==> config.mk <==
export PLATFORM = sky130hd
export DESIGN_NAME = response_distributor
export DESIGN_NICKNAME = d
export VERILOG_FILES = /design/src/verilog/route_pkg.sv /design/src/verilog/response_pkg.sv /design/src/verilog/response_distributor.sv /design/src/verilog/multicast_dispatch.sv /design/src/verilog/delivery_tracker.sv /design/src/verilog/response_queue.sv
export SDC_FILE = /design/constraint.sdc
export NUM_CORES = 1
export LEC_CHECK = 0
export ABC_CLOCK_PERIOD_IN_PS = 8600
export BUFFER_PORTS_ARGS = -buffer_cell sky130_fd_sc_hd__buf_2
export CORE_AREA = 2 2 184 186
export DETAILED_ROUTE_END_ITERATION = 8
export DIE_AREA = 0 0 186 188
export PLACE_DENSITY = 0.83
export SETUP_SLACK_MARGIN = 0.02
export SYNTH_ARGS = -nofsm -noshare
export SYNTH_HDL_FRONTEND = slang
export SYNTH_SLANG_ARGS = --single-unit
==> constraint.sdc <==
create_clock -name ap_clk -period 8.6 [get_ports ap_clk]
set_input_delay 1.29 -clock ap_clk [delete_from_list [all_inputs] [get_ports ap_clk]]
set_output_delay 1.29 -clock ap_clk [all_outputs]
set_load 0.03 [all_outputs]
==> src/verilog/route_pkg.sv <==
// Receiver count limit for the response distributor
// Destination mask and per-receiver flag vector types
// Helper that masks off receivers that are not present

`default_nettype none

package route_pkg;

  // ----------------------------------------------
  // Receiver limits
  // ----------------------------------------------
  localparam int unsigned max_receivers = 8;

  // Bit i names receiver i
  typedef logic [max_receivers-1:0] dest_mask_t;

  // Per-receiver valid, ready and taken flags
  typedef logic [max_receivers-1:0] receiver_vec_t;

  // Ones for every receiver below num_receivers
  function automatic dest_mask_t present_mask(input int unsigned num_receivers);
    dest_mask_t mask;
    mask = '0;
    for (int unsigned i = 0; i < max_receivers; i++) begin
      mask[i] = (i < num_receivers);
    end
    return mask;
  endfunction

endpackage : route_pkg

`default_nettype wire
==> src/verilog/response_pkg.sv <==
// Memory response payload as carried through the distributor
// Valid-tagged response used between the queue and the dispatch

`default_nettype none

package response_pkg;

  import route_pkg::*;

  // ----------------------------------------------
  // Response payload, 48 bits
  // ----------------------------------------------
  typedef struct packed {
    // Read data word from memory
    logic [31:0] data;
    // Tag of the requester that issued the read
    logic [7:0]  tag;
    // Receivers that get this response
    dest_mask_t  dest;
  } response_payload_t;

  // ----------------------------------------------
  // Payload with its valid flag
  // ----------------------------------------------
  typedef struct packed {
    logic              valid;
    response_payload_t payload;
  } response_t;

endpackage : response_pkg

`default_nettype wire

==> src/verilog/response_distributor.sv <==
// Top level of the response distributor
// Queue, delivery tracker and multicast dispatch

`timescale 1ns/1ns
`default_nettype none

module response_distributor
  import route_pkg::*, response_pkg::*;
#(
  parameter int unsigned num_receivers = 4,
  parameter int unsigned queue_depth   = 8
) (
  input  logic              ap_clk,
  input  logic              areset_control,
  input  logic              wb_cyc,
  input  logic              wb_stb,
  input  logic              wb_we,
  input  response_payload_t wb_dat,
  output logic              wb_ack,
  input  receiver_vec_t     out_ready,
  output receiver_vec_t     out_valid,
  output response_payload_t out_payload
);

  // ----------------------------------------------
  // Internal wiring
  // ----------------------------------------------
  response_t     queue_head;
  logic          pop;
  receiver_vec_t taken;
  receiver_vec_t taken_now;

  response_queue #(
    .entry_t       (response_payload_t),
    .queue_depth   (queue_depth),
    .num_receivers (num_receivers)
  ) response_queue_inst (
    .ap_clk         (ap_clk),
    .areset_control (areset_control),
    .wb_cyc         (wb_cyc),
    .wb_stb         (wb_stb),
    .wb_we          (wb_we),
    .wb_dat         (wb_dat),
    .wb_ack         (wb_ack),
    .pop            (pop),
    .head_valid     (queue_head.valid),
    .head           (queue_head.payload)
  );

  delivery_tracker #(
    .num_receivers (num_receivers)
  ) delivery_tracker_inst (
    .ap_clk         (ap_clk),
    .areset_control (areset_control),
    .taken_now      (taken_now),
    .pop            (pop),
    .taken          (taken)
  );

  multicast_dispatch #(
    .num_receivers (num_receivers)
  ) multicast_dispatch_inst (
    .ap_clk         (ap_clk),
    .areset_control (areset_control),
    .head_valid     (queue_head.valid),
    .head           (queue_head.payload),
    .taken          (taken),
    .out_ready      (out_ready),
    .pop            (pop),
    .taken_now      (taken_now),
    .out_valid      (out_valid),
    .out_payload    (out_payload)
  );

endmodule : response_distributor

`default_nettype wire

==> src/verilog/multicast_dispatch.sv <==
// Offer of the head response to the receivers still owed it
// Pop once the last owed receiver has transferred
// Registered per-receiver valid and shared payload

`timescale 1ns/1ns
`default_nettype none

module multicast_dispatch
  import route_pkg::*, response_pkg::*;
#(
  parameter int unsigned num_receivers = 4
) (
  input  logic              ap_clk,
  input  logic              areset_control,
  input  logic              head_valid,
  input  response_payload_t head,
  input  receiver_vec_t     taken,
  input  receiver_vec_t     out_ready,
  output logic              pop,
  output receiver_vec_t     taken_now,
  output receiver_vec_t     out_valid,
  output response_payload_t out_payload
);

  receiver_vec_t present;
  receiver_vec_t owed;
  receiver_vec_t out_valid_next;

  // ----------------------------------------------
  // Receivers still owed the head
  // ----------------------------------------------
  assign present = present_mask(num_receivers);
  assign owed    = head_valid ? (head.dest & present & ~taken) : '0;

  assign taken_now = out_valid & out_ready;

  // A receiver that transfers now drops its valid on the next edge
  assign out_valid_next = owed & ~taken_now;

  // Head leaves when nobody is left waiting on it
  assign pop = head_valid & ~(|out_valid_next);

  // ----------------------------------------------
  // Output registers
  // ----------------------------------------------
  always_ff @(posedge ap_clk) begin
    if (areset_control) begin
      out_valid <= '0;
    end else begin
      out_valid <= out_valid_next;
    end
  end

  // Head only changes after a pop, when all valids are low
  always_ff @(posedge ap_clk) begin
    out_payload <= head;
  end

endmodule : multicast_dispatch

`default_nettype wire

==> src/verilog/delivery_tracker.sv <==
// Record of the receivers that have taken the head response
// Cleared when the head leaves the queue

`timescale 1ns/1ns
`default_nettype none

module delivery_tracker
  import route_pkg::*;
#(
  parameter int unsigned num_receivers = 4
) (
  input  logic          ap_clk,
  input  logic          areset_control,
  input  receiver_vec_t taken_now,
  input  logic          pop,
  output receiver_vec_t taken
);

  // ----------------------------------------------
  // Accumulated transfers for the current head
  // ----------------------------------------------
  receiver_vec_t present;
  receiver_vec_t taken_next;

  assign present = present_mask(num_receivers);

  // Receivers may accept in different cycles, so keep a running OR
  always_comb begin
    if (pop) begin
      taken_next = '0;
    end else begin
      taken_next = taken | (taken_now & present);
    end
  end

  always_ff @(posedge ap_clk) begin
    if (areset_control) begin
      taken <= '0;
    end else begin
      taken <= taken_next;
    end
  end

endmodule : delivery_tracker

`default_nettype wire

==> src/verilog/response_queue.sv <==
// Wishbone classic write intake with registered ack
// Drop of responses whose mask names no present receiver
// First-word-fall-through response FIFO

`timescale 1ns/1ns
`default_nettype none

module response_queue
  import route_pkg::*, response_pkg::*;
#(
  parameter type         entry_t       = response_payload_t,
  parameter int unsigned queue_depth   = 8,
  parameter int unsigned num_receivers = 4
) (
  input  logic   ap_clk,
  input  logic   areset_control,
  input  logic   wb_cyc,
  input  logic   wb_stb,
  input  logic   wb_we,
  input  entry_t wb_dat,
  output logic   wb_ack,
  input  logic   pop,
  output logic   head_valid,
  output entry_t head
);

  localparam int unsigned addr_w = $clog2(queue_depth);
  localparam int unsigned cnt_w  = addr_w + 1;

  // ----------------------------------------------
  // Intake register stage
  // ----------------------------------------------
  entry_t           in_data;
  logic             in_valid;
  logic             accept;
  logic             routable;
  logic             has_space;
  logic [cnt_w:0]   fill;

  // FIFO state
  entry_t            mem [queue_depth];
  logic [addr_w-1:0] wr_ptr;
  logic [addr_w-1:0] rd_ptr;
  logic [cnt_w-1:0]  count;
  logic              pop_ok;

  // Stored entries plus the one waiting in the intake register
  assign fill      = {1'b0, count} + {{cnt_w{1'b0}}, in_valid};
  assign has_space = fill < (cnt_w + 1)'(queue_depth);
  assign routable  = |(wb_dat.dest & present_mask(num_receivers));

  // No ack in the cycle right after an ack
  assign accept = wb_cyc & wb_stb & ~wb_ack & has_space;

  always_ff @(posedge ap_clk) begin
    if (areset_control) begin
      wb_ack   <= 1'b0;
      in_valid <= 1'b0;
    end else begin
      wb_ack   <= accept;
      in_valid <= accept & wb_we & routable;
    end
  end

  always_ff @(posedge ap_clk) begin
    if (accept) begin
      in_data <= wb_dat;
    end
  end

  // ----------------------------------------------
  // Response FIFO
  // ----------------------------------------------
  assign head_valid = (count != '0);
  assign head       = mem[rd_ptr];
  assign pop_ok     = pop & head_valid;

  always_ff @(posedge ap_clk) begin
    if (in_valid) begin
      mem[wr_ptr] <= in_data;
    end
  end

  always_ff @(posedge ap_clk) begin
    if (areset_control) begin
      wr_ptr <= '0;
      rd_ptr <= '0;
      count  <= '0;
    end else begin
      if (in_valid) begin
        wr_ptr <= wr_ptr + 1'b1;
      end
      if (pop_ok) begin
        rd_ptr <= rd_ptr + 1'b1;
      end
      case ({in_valid, pop_ok})
        2'b10:   count <= count + 1'b1;
        2'b01:   count <= count - 1'b1;
        default: count <= count;
      endcase
    end
  end

endmodule : response_queue

`default_nettype wire

# Yosys cells after proc, flatten, opt, wreduce, memory -nomap -nowiden

Memories as Yosys holds them, arrays and structs flattened. A register that Yosys moved wholly into a read port is not among the register bits.
Index checks and enable logic that the tools add are counted.

Reductions and logical operators: 5
Bitwise logic cells: 15
Add/subtract/negate cells: 5
Magnitude comparators: 1
Equality and inequality tests: 2
Multiplexer cells: 6

Operators with widths:

| operator                                                               | number |
|---|---|
| 8-bit AND                                                              | 2 |
| 8-bit inverter                                                         | 2 |
| 4-bit by 8-bit AND with 8-bit output                                   | 1 |
| 8-bit 2-to-1 mux                                                       | 1 |
| 8-bit by 4-bit OR with 8-bit output                                    | 1 |
| 4-bit case mux with 2 select lines                                     | 1 |
| 8-bit OR reduction                                                     | 1 |
| 1-bit AND                                                              | 7 |
| 3-bit by 1-bit adder with 3-bit output (second input constant)         | 2 |
| 3-bit 2-to-1 mux                                                       | 2 |
| 4-bit by 1-bit adder with 5-bit output                                 | 1 |
| 5-bit by 4-bit < comparator with 1-bit output (second input constant)  | 1 |
| 4-bit by 1-bit adder with 4-bit output (second input constant)         | 1 |
| 4-bit nonzero test                                                     | 1 |
| 4-bit OR reduction                                                     | 1 |
| 4-bit by 1-bit subtractor with 4-bit output (second input constant)    | 1 |
| 2-bit by 1-bit equality test with 1-bit output (second input constant) | 1 |
| 2-bit equality test (second input constant)                            | 1 |
| 1-bit 2-to-1 mux                                                       | 2 |
| 1-bit inverter                                                         | 2 |
| 2-bit nonzero test                                                     | 1 |
| 2-bit OR reduction                                                     | 1 |

Memories kept: 1
RAM bits: 384
Bits in registers: 124

Memories:

| name                    | depth | width | read ports | clocked after memory_dff | wr ports | RTL line             | text |
|---|---|---|---|---|---|---|---|
| response_queue_inst.mem | 8     | 48    | 1          | 1                        | 1        | response_queue.sv:41 | `entry_t mem [queue_depth];` |

# Logic depth before layout (Yosys ltp)

Depth in word-level cells: 10
Gate-level depth with buffers: 12
Gate-level depth less buffers: 11

# By module

Synthesis repeated with hierarchy kept, for this count alone.

Cell total of the unflattened synthesis: 778
Area, all modules: 18,126.1 µm²

Modules (own cells, without submodules):

| module             | cells each | times used | area an instance (µm²) |
|---|---|---|---|
| response_queue     | 686        | 1          | 16,756.1 |
| multicast_dispatch | 78         | 1          | 1,219.9 |
| delivery_tracker   | 14         | 1          | 150.1 |

# Worst setup path before layout

No wires, ideal clock.

Path type: flip-flop to flip-flop
Start point: register response_queue_inst.in_valid
End point: memory response_queue_inst.mem[0][0] (netlist name) (enable)
Data arrival time: 3.953 ns
Path slack: 4.134 ns
Data required time: 8.087 ns
Stages on the path, launching flop included: 4
Period minus slack after synthesis: 4.466 ns
Path through: dfxtp_1 > clkbuf_1 > nand2b_1 > nor3_1

Cells in the longest elaborated chain, start to end: 2

RTL lines:

| what                                   | RTL line             | text |
|---|---|---|
| from (decl)                            | response_queue.sv:34 | `logic in_valid;` |
| from (signal assigned)                 | response_queue.sv:61 | `in_valid <= accept & wb_we & routable;` |
| 1-bit 2-to-1 mux                       | response_queue.sv:79 | `if (in_valid) begin` |
| 1-bit 2-to-1 mux (not written as such) | response_queue.sv:80 | `mem[wr_ptr] <= in_data;` |
| to (decl)                              | response_queue.sv:41 |  |

No other way between the ends.

==> metrics.md <==
| Metric | Value |
|---|---|
| Internal power | 4230 uW |
| Layout area overhead | 14.7% |
| Cell family with most CP delay | simple AND/OR/NAND/NOR gates |
| Synthesized area per cell | 22.7 um2 |
| H-tree levels | 2 |
| Sink Count | 503 |
| Most frequent cells in the layout | 432 x edfxtp_1, 109 x buf_2, 89 x mux4_2 |
| Yosys top cell by area | edfxtp_1 |
| Drt first pass iters | 5 |
| Post-synthesis simple-gate area fraction | 0.0182 |
| Worst Path Required | 9.07 ns |
| Minimum clock period | 4.39 ns |
| Initial Util | 0.540 |
| Main flop type after synthesis | edfxtp_1 |
| Power per cell area | 267 nW/um2 |
| Crit. End Element | flop |
| Status | completed |
| Post-synthesis adder-cell area fraction | 0.00461 |
| Layout cell share with drive strength beyond 1 | 0.354 |
| Clock Power Share | 0.370 |
| Critical path class | flop to flop |
| Drc violations | 0 |
| Max Cap Viol | 0 |
| Gate Count Post-Synth | 788 |
| P_sw | 1260 uW |
| Cells taking the most area after synthesis | edfxtp_1 72%, mux4_2 11%, dfxtp_1 7.9% |
| Logic pwr share | 0.117 |
| Row count | 67 |
| Initial DRC Count | 733 |
| Number of flops mapped to enable cells by yosys | 432 |
| GRT Util Overall | 0.189 |
| TritonCTS Buffers | 48 |
| CTS clk-pin slew, worst paths | 0.06 ns |
| Cell Area, Synth | 17900 um2 |
| Relative slew margins | 0.184 |
| Final WL | 32.2 mm |
| # setup viols final | 0 |
| FMAX | 228 MHz |
| Setup TNS Final | 0 ns |
| Max-slew violations | 0 |
| Reg power frac | 0.513 |
| Sw frac | 0.229 |
| First-pass GRT wire length | 48.8 mm |
| CTS tree | done |
| Final #Nets | 995 |
| Non-filler instance count after layout | 1415 |
| Post-route ant nets | 0 |
| Vias in the first global route | 8238 |
| GP Congestion | 0.701 |
| Initial antenna violation count | 1 |
| Die Y | 188 um |
| Compound-Gate Fraction of Synth Area | 0.0113 |
| CP cell instances | buf_4 -> mux2_1 -> o22ai_1 -> nor4_1 -> nor4_4 -> ha_1 -> ha_1 -> a21o_2 -> a21oi_1 -> xnor2_1 -> or3_1 -> a21oi_1 |
| Slowest CP cell | buf_4 |
| Synth async-reset ratio | 0 |
| XOR/XNOR Fraction of Synth Area | 0.00294 |
| Buf/Inv on CP | 1 |
| Die area | 35000 um2 |
| Via density | 5.62 |
| Netlist cell types | 41 |
| Filler cells | 2193 |
| I/O pin cnt | 118 |
| Clk buf depth | 3 |
| Most common cell after layout, fill and taps aside | edfxtp_1 |
| Hold Vio Cnt, Final | 0 |
| Post-synthesis sequential area ratio | 0.804 |
| Yosys top cell area share | 0.725 |
| Final period utilization | 0.511 |
| Mux contribution to synthesized area | 0.147 |
| Clock Skew | 0.00875 ns |
| Worst min path class | flop to flop |
| Routed via count | 7947 |
| RSZ-0062 raised after global routing | false |
| Critical Path AT | 4.86 ns |
| P_leak | 0.00663 uW |
| Cts repair resizes | 0 |
| IO Port Bufs | 109 |
| Area of the multi-input gates | 3370 um2 |
| Die span in x | 186 um |
| # Post-CTS Setup Buffers | 0 |
| Core Region | 33100 um2 |
| Drt wl/cell | 22.7 um |
| Inst Count DP | 1326 |
| Peak VDD IR | 165 uV |
| Setup crit start kind | flop |
| Largest family of logic cells by synthesized area | multiplexers |
| GRT overflow | 0 |
| Clock latency on the worst-skew pair | 0.54 ns |
| Crit path max fanout | 46 |
| Worst slew pin tran | 1.22 ns |
| Post-DP HPWL | 16.4 mm |
| FF/Latch Area | 14400 um2 |
| Hold_buf cts | 0 |
| Largest net degree at the start of global routing | 70 |
| Seq cells post-synth | 503 |
| Worst stage delay on the critical path | 0.78 ns |
| Yosys warning count | 0 |
| CTS root buf | clkbuf_16 |
## registers in the layout, indices dropped and copies added, names as in the netlist, 3 cells and up, named ones only
signal                               count
response_queue_inst.in_data             48
response_queue_inst.mem                384
multicast_dispatch_inst.out_valid        4
multicast_dispatch_inst.out_payload     48
response_queue_inst.wr_ptr               3
response_queue_inst.count                4
response_queue_inst.rd_ptr               3
delivery_tracker_inst.taken              4
## power by group through the flow
stage,logic (uW),registers (uW),clock network [uW]
floorplan,430,2930,0
CTS,657,2820,2070
global route,691,2830,2160
detailed placement,649,2870,0
global placement,642,2860,0
finish,643,2810,2030
## metal layers
layer | routed length, um | vias to the layer above | part of all wire | GRT usage
met3 | 1820 | 65 | 0.057 | 0.0289
met1 | 13200 | 4122 | 0.41 | 0.260
met5 | 0 | - | 0 | 0
met4 | 746 | 0 | 0.023 | 0.0548
met2 | 16400 | 259 | 0.51 | 0.318
li1 | - | 3501 | - | -
## tightest hold or removal path: stages, from the launching register on
cell	delay, ns
dfxtp_1	0.34
o21ai_0	0.08
a21oi_1	0.06
## cell usage after synthesis (2+ instances only)
master	instances
dfxtp_1	71
a2111oi_2	2
buf_1	4
mux4_2	89
nor2b_1	8
clkbuf_1	12
nand2_1	7
a21oi_1	9
a211oi_1	2
xnor2_1	3
nor4_1	3
mux2i_1	6
nor2_1	19
nand4_1	2
inv_1	8
nand2b_1	5
o22ai_1	2
o41ai_1	2
buf_4	6
xor2_1	3
mux2_4	2
edfxtp_1	432
mux2_1	3
mux2_2	45
ha_1	5
buf_2	11
a21o_1	2
nor3_1	12
## cell families (layout without fill, tap and decap cells)
| logic type | after synthesis | count (layout) |
|---|---|---|
| other cells | 1 | 5 |
| buf+inv | 42 | 217 |
| flops | 503 | 503 |
| compound gates | 24 | 24 |
| xor+xnor | 6 | 6 |
| fa+ha+maj | 6 | 6 |
| mux | 145 | 145 |
| simple gates | 61 | 61 |
## through the flow
| step | hold WS [ns] | total power (uW) | setup WS, ns | area [um2] | util |
|---|---|---|---|---|---|
| CTS | 0.529 | 5550 | 4.11 | 20500 | 0.620 |
| finish | 0.525 | 5490 | 4.21 | 20500 | 0.620 |
| detailed placement | 0.514 | 3520 | 4.16 | 19000 | 0.574 |
| floorplan | 0.472 | 3360 | 4.13 | 17900 | - |
| global route | 0.554 | 5680 | 3.76 | 20500 | 0.620 |
| global placement | 0.496 | 3510 | 4.23 | 19000 | 0.574 |
## worst paths after layout
kind	slack (ns)	end	start	depth (start not counted)
worst max-delay path	4.21	response_queue_inst.count[3]	flop	12
worst max register to register	4.21	response_queue_inst.count[3]	flop	12
worst min-delay path	0.53	response_queue_inst.count[3]	response_queue_inst.count[3]	2
worst min register to register	0.53	response_queue_inst.count[3]	response_queue_inst.count[3]	2
## area by class of cell
cell class | count | area share
repair buffers | 121 | 0.0310
flip-flops and latches | 503 | 0.702
clock buffers | 66 | 0.0643
diodes | 1 | 0.000122
well taps | 448 | 0.0273
inverters | 8 | 0.00146
multi-input cells | 246 | 0.164
clock inverters | 22 | 0.0101
(Power assumes the default switching activity.)
